[src/design/cnn_test_macros.svh]
`ifndef CNN_TEST_MACROS_SVH
`define CNN_TEST_MACROS_SVH

//////////////////////////////
// serial config link widths
//////////////////////////////
// chip register address
`define CFG_ADDR_W 7
// chip register value
`define CFG_DATA_W 16
// outgoing frame, data above address
`define CFG_FRAME_W (`CFG_DATA_W + `CFG_ADDR_W)

//////////////////////////////
// apb host port
//////////////////////////////
`define APB_ADDR_W 8
`define APB_DATA_W 32

// byte offsets of the host registers
`define REG_CTRL     8'h00
`define REG_CFG_ADDR 8'h04
`define REG_CFG_DATA 8'h08
`define REG_CMD      8'h0C
`define REG_STATUS   8'h10
`define REG_RDATA    8'h14

// done flag stays up this many cycles past the first one
`define DONE_HOLD 100

`endif

[src/design/cnn_test_pkg.sv]
`include "cnn_test_macros.svh"

package cnn_test_pkg;

    //////////////////////////////
    // plain vector types
    //////////////////////////////
    typedef logic [`CFG_ADDR_W-1:0]  cfg_addr_t;
    typedef logic [`CFG_DATA_W-1:0]  cfg_data_t;
    typedef logic [`CFG_FRAME_W-1:0] cfg_frame_t;
    typedef logic [`APB_ADDR_W-1:0]  apb_addr_t;
    typedef logic [`APB_DATA_W-1:0]  apb_data_t;

    //////////////////////////////
    // host regs <-> config link
    //////////////////////////////
    // one-cycle command, addr and data valid with it
    typedef struct packed {
        logic      wr;
        logic      rd;
        cfg_addr_t addr;
        cfg_data_t data;
    } cfg_req_t;

    // link status and last readback value
    typedef struct packed {
        logic      busy;
        logic      rdata_valid;
        cfg_data_t rdata;
    } cfg_rsp_t;

    // state machines
    typedef enum logic [1:0] {IDLE, SHIFT, STROBE, COLLECT} link_state_t;
    typedef enum logic {WAIT_DONE, HOLD} stretch_state_t;

endpackage

[src/design/cnn_test_top.sv]
`timescale 1ns/1ps

module cnn_test_top
    import cnn_test_pkg::*;
(
    input  logic       clk,
    input  logic       reset,
    // apb host port
    input  logic       psel,
    input  logic       penable,
    input  logic       pwrite,
    input  apb_addr_t  paddr,
    input  apb_data_t  pwdata,
    output apb_data_t  prdata,
    output logic       pready,
    output logic       pslverr,
    // serial config pins
    output logic       spi_din,
    output logic       cfg_update,
    output logic       cfg_capture,
    input  logic       spi_out,
    // cnn done
    input  logic       done,
    output logic       done_flag,
    // chip control
    output logic       init,
    output logic       en_evt2frame,
    output logic [7:0] led
);

    // between host regs and link
    cfg_req_t cfg_req;
    cfg_rsp_t cfg_rsp;

    //////////////////////////////
    // host registers
    //////////////////////////////
    host_regs u_host_regs (
        .clk          (clk),
        .reset        (reset),
        .psel         (psel),
        .penable      (penable),
        .pwrite       (pwrite),
        .paddr        (paddr),
        .pwdata       (pwdata),
        .prdata       (prdata),
        .pready       (pready),
        .pslverr      (pslverr),
        .cfg_req      (cfg_req),
        .cfg_rsp      (cfg_rsp),
        .done_flag    (done_flag),
        .init         (init),
        .en_evt2frame (en_evt2frame),
        .led          (led)
    );

    //////////////////////////////
    // serial link
    //////////////////////////////
    spi_config_link u_spi_config_link (
        .clk         (clk),
        .reset       (reset),
        .cfg_req     (cfg_req),
        .cfg_rsp     (cfg_rsp),
        .spi_din     (spi_din),
        .cfg_update  (cfg_update),
        .cfg_capture (cfg_capture),
        .spi_out     (spi_out)
    );

    // done widening, flag also feeds the status bit
    done_stretcher u_done_stretcher (
        .clk       (clk),
        .reset     (reset),
        .done      (done),
        .done_flag (done_flag)
    );

endmodule

[src/design/done_stretcher.sv]
`timescale 1ns/1ps
`include "cnn_test_macros.svh"

module done_stretcher
    import cnn_test_pkg::*;
(
    input  logic clk,
    input  logic reset,
    // short pulse from the chip
    input  logic done,
    // widened flag, DONE_HOLD+1 cycles
    output logic done_flag
);

    localparam int HOLD_W = $clog2(`DONE_HOLD + 1);

    stretch_state_t    state;
    logic [HOLD_W-1:0] hold_cnt;

    //////////////////////////////
    // stretch fsm
    //////////////////////////////
    // counter runs 0..DONE_HOLD inside HOLD
    always_ff @(posedge clk or posedge reset) begin
        if (reset) begin
            state    <= WAIT_DONE;
            hold_cnt <= '0;
        end else begin
            case (state)
                WAIT_DONE: begin
                    hold_cnt <= '0;
                    if (done) begin
                        state <= HOLD;
                    end
                end
                HOLD: begin
                    // done ignored here, pulse already caught
                    if (hold_cnt == HOLD_W'(`DONE_HOLD)) begin
                        hold_cnt <= '0;
                        state    <= WAIT_DONE;
                    end else begin
                        hold_cnt <= hold_cnt + 1'b1;
                    end
                end
                default: begin
                    state <= WAIT_DONE;
                end
            endcase
        end
    end

    // flag is the hold state itself
    assign done_flag = (state == HOLD);

endmodule

[src/design/host_regs.sv]
`timescale 1ns/1ps
`include "cnn_test_macros.svh"

module host_regs
    import cnn_test_pkg::*;
(
    input  logic       clk,
    input  logic       reset,
    // apb slave
    input  logic       psel,
    input  logic       penable,
    input  logic       pwrite,
    input  apb_addr_t  paddr,
    input  apb_data_t  pwdata,
    output apb_data_t  prdata,
    output logic       pready,
    output logic       pslverr,
    // serial config link
    output cfg_req_t   cfg_req,
    input  cfg_rsp_t   cfg_rsp,
    // stretched done from the chip
    input  logic       done_flag,
    // chip control pins
    output logic       init,
    output logic       en_evt2frame,
    output logic [7:0] led
);

    // offset decode
    logic sel_ctrl;
    logic sel_addr;
    logic sel_data;
    logic sel_cmd;
    logic sel_status;
    logic sel_rdata;
    logic addr_hit;
    // transfer qualifiers
    logic cmd_stall;
    logic xfer;
    logic wr_xfer;
    logic rd_xfer;
    // held registers
    cfg_addr_t cfg_addr_q;
    cfg_data_t cfg_data_q;
    logic      req_wr;
    logic      req_rd;
    logic      done_q;
    logic      done_seen;

    //////////////////////////////
    // apb decode
    //////////////////////////////
    assign sel_ctrl   = (paddr == `REG_CTRL);
    assign sel_addr   = (paddr == `REG_CFG_ADDR);
    assign sel_data   = (paddr == `REG_CFG_DATA);
    assign sel_cmd    = (paddr == `REG_CMD);
    assign sel_status = (paddr == `REG_STATUS);
    assign sel_rdata  = (paddr == `REG_RDATA);
    assign addr_hit   = sel_ctrl | sel_addr | sel_data | sel_cmd | sel_status | sel_rdata;

    // command write waits for the link to go idle
    assign cmd_stall = psel & pwrite & sel_cmd & cfg_rsp.busy;
    assign pready    = ~cmd_stall;
    assign pslverr   = psel & penable & ~addr_hit;

    // transfer completes on this edge
    assign xfer    = psel & penable & pready;
    assign wr_xfer = xfer & pwrite;
    assign rd_xfer = xfer & ~pwrite;

    //////////////////////////////
    // writable registers
    //////////////////////////////
    always_ff @(posedge clk or posedge reset) begin
        if (reset) begin
            init         <= 1'b0;
            en_evt2frame <= 1'b0;
            led          <= '0;
        end else if (wr_xfer && sel_ctrl) begin
            init         <= pwdata[0];
            en_evt2frame <= pwdata[1];
            led          <= pwdata[15:8];
        end
    end

    // target chip register and value for the next command
    always_ff @(posedge clk or posedge reset) begin
        if (reset) begin
            cfg_addr_q <= '0;
            cfg_data_q <= '0;
        end else begin
            if (wr_xfer && sel_addr) begin
                cfg_addr_q <= pwdata[`CFG_ADDR_W-1:0];
            end
            if (wr_xfer && sel_data) begin
                cfg_data_q <= pwdata[`CFG_DATA_W-1:0];
            end
        end
    end

    // command strobes one cycle after the access
    // write has priority and a read is dropped when both are set
    always_ff @(posedge clk or posedge reset) begin
        if (reset) begin
            req_wr <= 1'b0;
            req_rd <= 1'b0;
        end else begin
            req_wr <= wr_xfer & sel_cmd & pwdata[0];
            req_rd <= wr_xfer & sel_cmd & pwdata[1] & ~pwdata[0];
        end
    end

    assign cfg_req.wr   = req_wr;
    assign cfg_req.rd   = req_rd;
    assign cfg_req.addr = cfg_addr_q;
    assign cfg_req.data = cfg_data_q;

    //////////////////////////////
    // sticky done status
    //////////////////////////////
    // new rising edge beats a clearing status read
    always_ff @(posedge clk or posedge reset) begin
        if (reset) begin
            done_q    <= 1'b0;
            done_seen <= 1'b0;
        end else begin
            done_q <= done_flag;
            if (done_flag && !done_q) begin
                done_seen <= 1'b1;
            end else if (rd_xfer && sel_status) begin
                done_seen <= 1'b0;
            end
        end
    end

    // read mux
    always_comb begin
        case (paddr)
            `REG_CTRL:     prdata = {16'b0, led, 6'b0, en_evt2frame, init};
            `REG_CFG_ADDR: prdata = apb_data_t'(cfg_addr_q);
            `REG_CFG_DATA: prdata = apb_data_t'(cfg_data_q);
            `REG_STATUS:   prdata = {29'b0, done_seen, cfg_rsp.rdata_valid, cfg_rsp.busy};
            `REG_RDATA:    prdata = apb_data_t'(cfg_rsp.rdata);
            // cmd is write-only
            default:       prdata = '0;
        endcase
    end

    // back-to-back commands are at least two apb cycles apart
    a_req_one_cycle: assert property (@(posedge clk) disable iff (reset)
        (cfg_req.wr || cfg_req.rd) |=> !(cfg_req.wr || cfg_req.rd))
        else $error("config request strobe held for more than one cycle");

endmodule

[src/design/spi_config_link.sv]
`timescale 1ns/1ps
`include "cnn_test_macros.svh"

module spi_config_link
    import cnn_test_pkg::*;
(
    input  logic     clk,
    input  logic     reset,
    // from host regs
    input  cfg_req_t cfg_req,
    output cfg_rsp_t cfg_rsp,
    // chip serial pins
    output logic     spi_din,
    output logic     cfg_update,
    output logic     cfg_capture,
    input  logic     spi_out
);

    // enough for the longer of frame and readback
    localparam int CNT_W = $clog2(`CFG_FRAME_W);

    link_state_t      state;
    logic [CNT_W-1:0] bit_cnt;
    logic             is_read;
    logic             rdata_valid_q;
    cfg_data_t        rdata_q;
    cfg_frame_t       frame_q;
    cfg_data_t        rx_q;
    logic             req_any;
    logic             last_tx;
    logic             last_rx;

    assign req_any = cfg_req.wr | cfg_req.rd;
    assign last_tx = (bit_cnt == CNT_W'(`CFG_FRAME_W - 1));
    assign last_rx = (bit_cnt == CNT_W'(`CFG_DATA_W - 1));

    //////////////////////////////
    // link fsm
    //////////////////////////////
    // IDLE    wait for a request
    // SHIFT   23 frame bits lsb first
    // STROBE  one cycle of update or capture
    // COLLECT 16 readback bits lsb first
    always_ff @(posedge clk or posedge reset) begin
        if (reset) begin
            state         <= IDLE;
            bit_cnt       <= '0;
            is_read       <= 1'b0;
            rdata_valid_q <= 1'b0;
            rdata_q       <= '0;
        end else begin
            case (state)
                IDLE: begin
                    bit_cnt <= '0;
                    if (req_any) begin
                        // write wins if both are seen
                        is_read       <= ~cfg_req.wr;
                        rdata_valid_q <= 1'b0;
                        state         <= SHIFT;
                    end
                end
                SHIFT: begin
                    if (last_tx) begin
                        bit_cnt <= '0;
                        state   <= STROBE;
                    end else begin
                        bit_cnt <= bit_cnt + 1'b1;
                    end
                end
                STROBE: begin
                    state <= is_read ? COLLECT : IDLE;
                end
                COLLECT: begin
                    if (last_rx) begin
                        // last bit goes straight into the held value
                        rdata_q       <= {spi_out, rx_q[`CFG_DATA_W-1:1]};
                        rdata_valid_q <= 1'b1;
                        bit_cnt       <= '0;
                        state         <= IDLE;
                    end else begin
                        bit_cnt <= bit_cnt + 1'b1;
                    end
                end
                default: begin
                    state <= IDLE;
                end
            endcase
        end
    end

    //////////////////////////////
    // shift registers
    //////////////////////////////
    // tx frame loads on request and shifts right each SHIFT cycle
    // rx fills from the top so the first bit lands at bit 0
    always_ff @(posedge clk) begin
        if (state == IDLE && req_any) begin
            if (cfg_req.wr) begin
                frame_q <= {cfg_req.data, cfg_req.addr};
            end else begin
                frame_q <= cfg_frame_t'(cfg_req.addr);
            end
        end else if (state == SHIFT) begin
            frame_q <= frame_q >> 1;
        end
        if (state == COLLECT) begin
            rx_q <= {spi_out, rx_q[`CFG_DATA_W-1:1]};
        end
    end

    // chip pins
    assign spi_din     = (state == SHIFT) & frame_q[0];
    assign cfg_update  = (state == STROBE) & ~is_read;
    assign cfg_capture = (state == STROBE) & is_read;

    // status back to the host
    assign cfg_rsp.busy        = (state != IDLE);
    assign cfg_rsp.rdata_valid = rdata_valid_q;
    assign cfg_rsp.rdata       = rdata_q;

    // host regs must hold commands off while the link runs
    a_no_req_busy: assert property (@(posedge clk) disable iff (reset)
        cfg_rsp.busy |-> !req_any)
        else $error("config request arrived while link busy");

    // readback ends 17 cycles after capture with valid data and an idle link
    a_readback_len: assert property (@(posedge clk) disable iff (reset)
        cfg_capture |-> ##(`CFG_DATA_W + 1) (cfg_rsp.rdata_valid && !cfg_rsp.busy))
        else $error("readback did not end with valid data after 16 sample cycles");

endmodule

[config.mk]
export PLATFORM = sky130hd
export DESIGN_NAME = cnn_test_top
export DESIGN_NICKNAME = d
export VERILOG_FILES = /design/src/design/cnn_test_pkg.sv /design/src/design/cnn_test_top.sv /design/src/design/done_stretcher.sv /design/src/design/host_regs.sv /design/src/design/spi_config_link.sv
export VERILOG_INCLUDE_DIRS = /design/src /design/src/design
export SDC_FILE = /design/constraint.sdc
export NUM_CORES = 1
export LEC_CHECK = 0
export BUFFER_PORTS_ARGS = -buffer_cell sky130_fd_sc_hd__buf_2
export CORE_MARGIN = 2
export CORE_UTILIZATION = 55
export CTS_CLUSTER_DIAMETER = 30
export DETAILED_ROUTE_END_ITERATION = 8
export GPL_ROUTABILITY_DRIVEN = 0
export GPL_TIMING_DRIVEN = 0
export PLACE_DENSITY_LB_ADDON = 0.25
export REMOVE_ABC_BUFFERS = 1
export SETUP_SLACK_MARGIN = 0.3
export SYNTH_ARGS = -nofsm -noshare
export SYNTH_HDL_FRONTEND = slang
export SYNTH_SLANG_ARGS = --single-unit
[constraint.sdc]
create_clock -name clk -period 3.2 [get_ports clk]
set_input_delay 0.96 -clock clk [delete_from_list [all_inputs] [get_ports clk]]
set_output_delay 0.96 -clock clk [all_outputs]
set_load 0.005 [all_outputs]
==> flow_summary.json <==
{
  "grt_pass1_wl_um": 16000,
  "grt-ovfl-total": 0,
  "drtIter0Drc": 161,
  "internal-power_w": 0.00217,
  "pin_count": 95,
  "fin_skew_ps": 11.5,
  "r2r_cells": 5,
  "nFillCells": 681,
  "fmax_ghz": 0.311,
  "numCtsBuffers": 9,
  "status": "complete, but fails checks",
  "worstMarginPinSlew_ps": 1090,
  "net-switching-power_w": 0.000896,
  "diodes": 0,
  "grtUsageTotal_pct": 21.3,
  "die_h_um": 98.7,
  "critPathBufInv": 3,
  "clockBufferDepth": 2,
  "final_cells": 584,
  "setup_viol": 1,
  "pwr-share-comb_pct": 17.6,
  "synth.area.top_cells": "dfrtp_1, edfxtp_1, mux2_2",
  "ant_nets": 0,
  "cp_slowest_cell": "nor4_4",
  "cts.clk_slew.worst_paths_ps": 100,
  "antenna_found_initial": 0,
  "via_per_inst": 5.63,
  "hp-class": "flop to flop",
  "yosysSeqAreaShare_pct": 58.6,
  "async_flop_share_pct": 64.8,
  "relSlewSlack_pct": 27.5,
  "rr_startpoint": "u_spi_config_link.state[0]",
  "final_common_cell": "dfrtp_1",
  "cts_root_buffer": "clkbuf_8",
  "fin_util_pct": 65.8,
  "cts_tree": "yes",
  "slowest_delay_ps": 430,
  "syn_area_per_cell_um2": 12.2,
  "rsz0062_at_grt": "yes",
  "period_needed_ps": 3210,
  "p_leak_nw": 2.75,
  "finalHoldViolCount": 0,
  "min_to": "u_host_regs.done_seen",
  "die_x_um": 98.7,
  "pwr-share-clk_pct": 25.4,
  "core_um2": 8720,
  "dr.pass1.iters": 4,
  "min-delay-start": "u_host_regs.done_q",
  "initial_core_util_pct": 56.6,
  "final_cell_mix": "dfrtp_1, mux2_2, buf_2, nand2_1, edfxtp_1",
  "drive_gt1_share_pct": 38.2,
  "ys_seq_elements": 108,
  "path_max_fanout": 5,
  "nets": 528,
  "worstPathArrival_ps": 2250,
  "grt_max_degree": 71,
  "power_frac_seq_pct": 57.0,
  "synth_cell_type_count": 46,
  "setup_slack_ps": -14.3,
  "vias": 3287,
  "swShare_pct": 29.2,
  "rows": 34,
  "synth-edff-count": 38,
  "worstHoldPathCells": 1,
  "p_per_area_nw_per_um2": 534,
  "irDropWorstVdd_mv": 0.287,
  "synthFlopType": "dfrtp_1",
  "drcViolationCount": 0,
  "yosysWarnings": 0,
  "worstSkewPairLatency_ps": 370,
  "worstSetupEndpointType": "output pin",
  "synth.top_cell.area_share_pct": 35.5,
  "slew_viol_final": 0,
  "hpwl_um": 6690,
  "path_cells": "buf_8, nor4_4, nand4_1, buf_4, o221ai_2, buf_2",
  "required_ps": 2240,
  "hold_buffers": 0,
  "dp_cells": 555,
  "wirelength_um": 10200,
  "yosys.area.top_type": "dfrtp_1",
  "max_cap_viol_count": 0,
  "worstReg2RegEnd": "u_spi_config_link.frame_q[4]",
  "die-area_um2": 9750,
  "rrSetupSlack_ps": 680,
  "grt_pass1_vias": 3132,
  "wire_per_inst_um": 17.4,
  "startpoint_type": "primary input",
  "violations": "setup timing",
  "ctsHtreeMaxLevel": 3,
  "postSynthCellCount": 403,
  "cp_top_family": "simple AND/OR/NAND/NOR gates",
  "port_buffers": 62,
  "crit_type": "primary input to output pin",
  "finalCritPeriodShare_pct": 100,
  "area_growth_pct": 16.2,
  "cts.sinks": 108,
  "syn-cell-area_um2": 4930
}
-- final cells by class --
class | count | area [um2] | share of cell area, %
well taps | 108 | 135 | 2.36
inverters | 14 | 55.1 | 0.960
repair buffers | 75 | 494 | 8.62
multi-input cells | 263 | 1980 | 34.5
flip-flops and latches | 108 | 2890 | 50.4
clock buffers | 12 | 145 | 2.53
clock inverters | 4 | 33.8 | 0.589
-- flip-flops by register name (all words and copies together), names as in the netlist, 2 cells and up --
| name | flops |
|---|---|
| u_host_regs.led | 8 |
| u_spi_config_link.frame_q | 23 |
| u_host_regs.cfg_addr_q | 7 |
| u_spi_config_link.rdata_q | 16 |
| u_spi_config_link.bit_cnt | 5 |
| u_done_stretcher.hold_cnt | 7 |
| u_host_regs.cfg_data_q | 16 |
| u_spi_config_link.rx_q | 15 |
| u_spi_config_link.state | 2 |
-- synth_stat cells (6+ instances only) --
cell type   n
a22oi_1     6
buf_2       7
buf_4      18
clkbuf_1    8
dfrtp_1    70
edfxtp_1   38
ha_1       10
inv_1      14
mux2_2     56
mux2i_1    10
nand2_1    56
nand3_1    19
nor2_1     12
nor2b_1     6
o21ai_0    19
-- what timing repair did --
action                     in CTS  in global routing
setup buffers                   6                  6
pin swaps                      11                 19
gates resized for setup        36                 29
setup endpoints to repair      18                 17
gates cloned                    1                  0
-- through the flow --
step	hold slack, ps	instance area [um2]	setup slack (ps)	TNS (ps)	power (W)
floorplan	400	4780	202	0	0.00210
global route	443	5730	-59.8	-280	0.00320
finish	427	5730	-14.3	-14.3	0.00306
detailed placement	410	5250	-628	-10040	0.00229
global placement	403	5230	-652	-60270	0.00225
CTS	432	5600	87.7	0	0.00308
-- power by group through the flow --
stage / combinational, W / clock [W] / sequential [W]
after floorplan: 0.000356 / 0 / 0.00175
after global placement: 0.000488 / 0 / 0.00177
after detailed placement: 0.000517 / 0 / 0.00177
after CTS: 0.000539 / 0.000791 / 0.00175
after global routing: 0.000600 / 0.000834 / 0.00177
final: 0.000539 / 0.000778 / 0.00175
-- worst reg2reg max path, delay by kind of cell, from the launching register on --
family                     cells  cell delay (ps)
AOI/OAI and AO/OA              1              140
adders and majority gates      1              490
buffers and inverters          2              310
DFF                            1              430
and+or+nand+nor                1              770
-- worst max path at each step --
stage / slack, ps / cells after the start / end / from
5_1_grt: -60 / 6 / prdata[2] / paddr[6]
6_report: -10 / 6 / prdata[1] / paddr[6]
3_5_place_dp: -630 / 6 / prdata[0] / paddr[3]
2_1_floorplan: 200 / 4 / prdata[0] / paddr[5]
3_3_place_gp: -650 / 6 / prdata[4] / paddr[3]
4_1_cts: 90 / 6 / prdata[2] / paddr[6]
-- cell families (layout without fill, tap and decap cells) --
| family | Yosys count | count (layout) | share of synthesized area, % |
|---|---|---|---|
| AO/OA/AOI/OAI | 47 | 47 | 5.91 |
| XOR/XNOR | 5 | 5 | 0.888 |
| adder cells (fa/ha/maj) | 10 | 10 | 2.54 |
| buffers and inverters | 48 | 105 | 5.35 |
| flip-flops | 108 | 108 | 58.6 |
| multiplexers | 66 | 66 | 14.8 |
| other | 1 | 16 | 0.0760 |
| AND/OR/NAND/NOR | 118 | 119 | 11.8 |
-- layer usage --
metal,vias up,track usage (%),wire length [um]
met5,-,0,0
met4,0,6.43,126
met3,11,4.11,522
met2,104,34.5,5100
met1,1635,29.7,4440
li1,1537,-,-
Power figures use the tool's default switching activity.
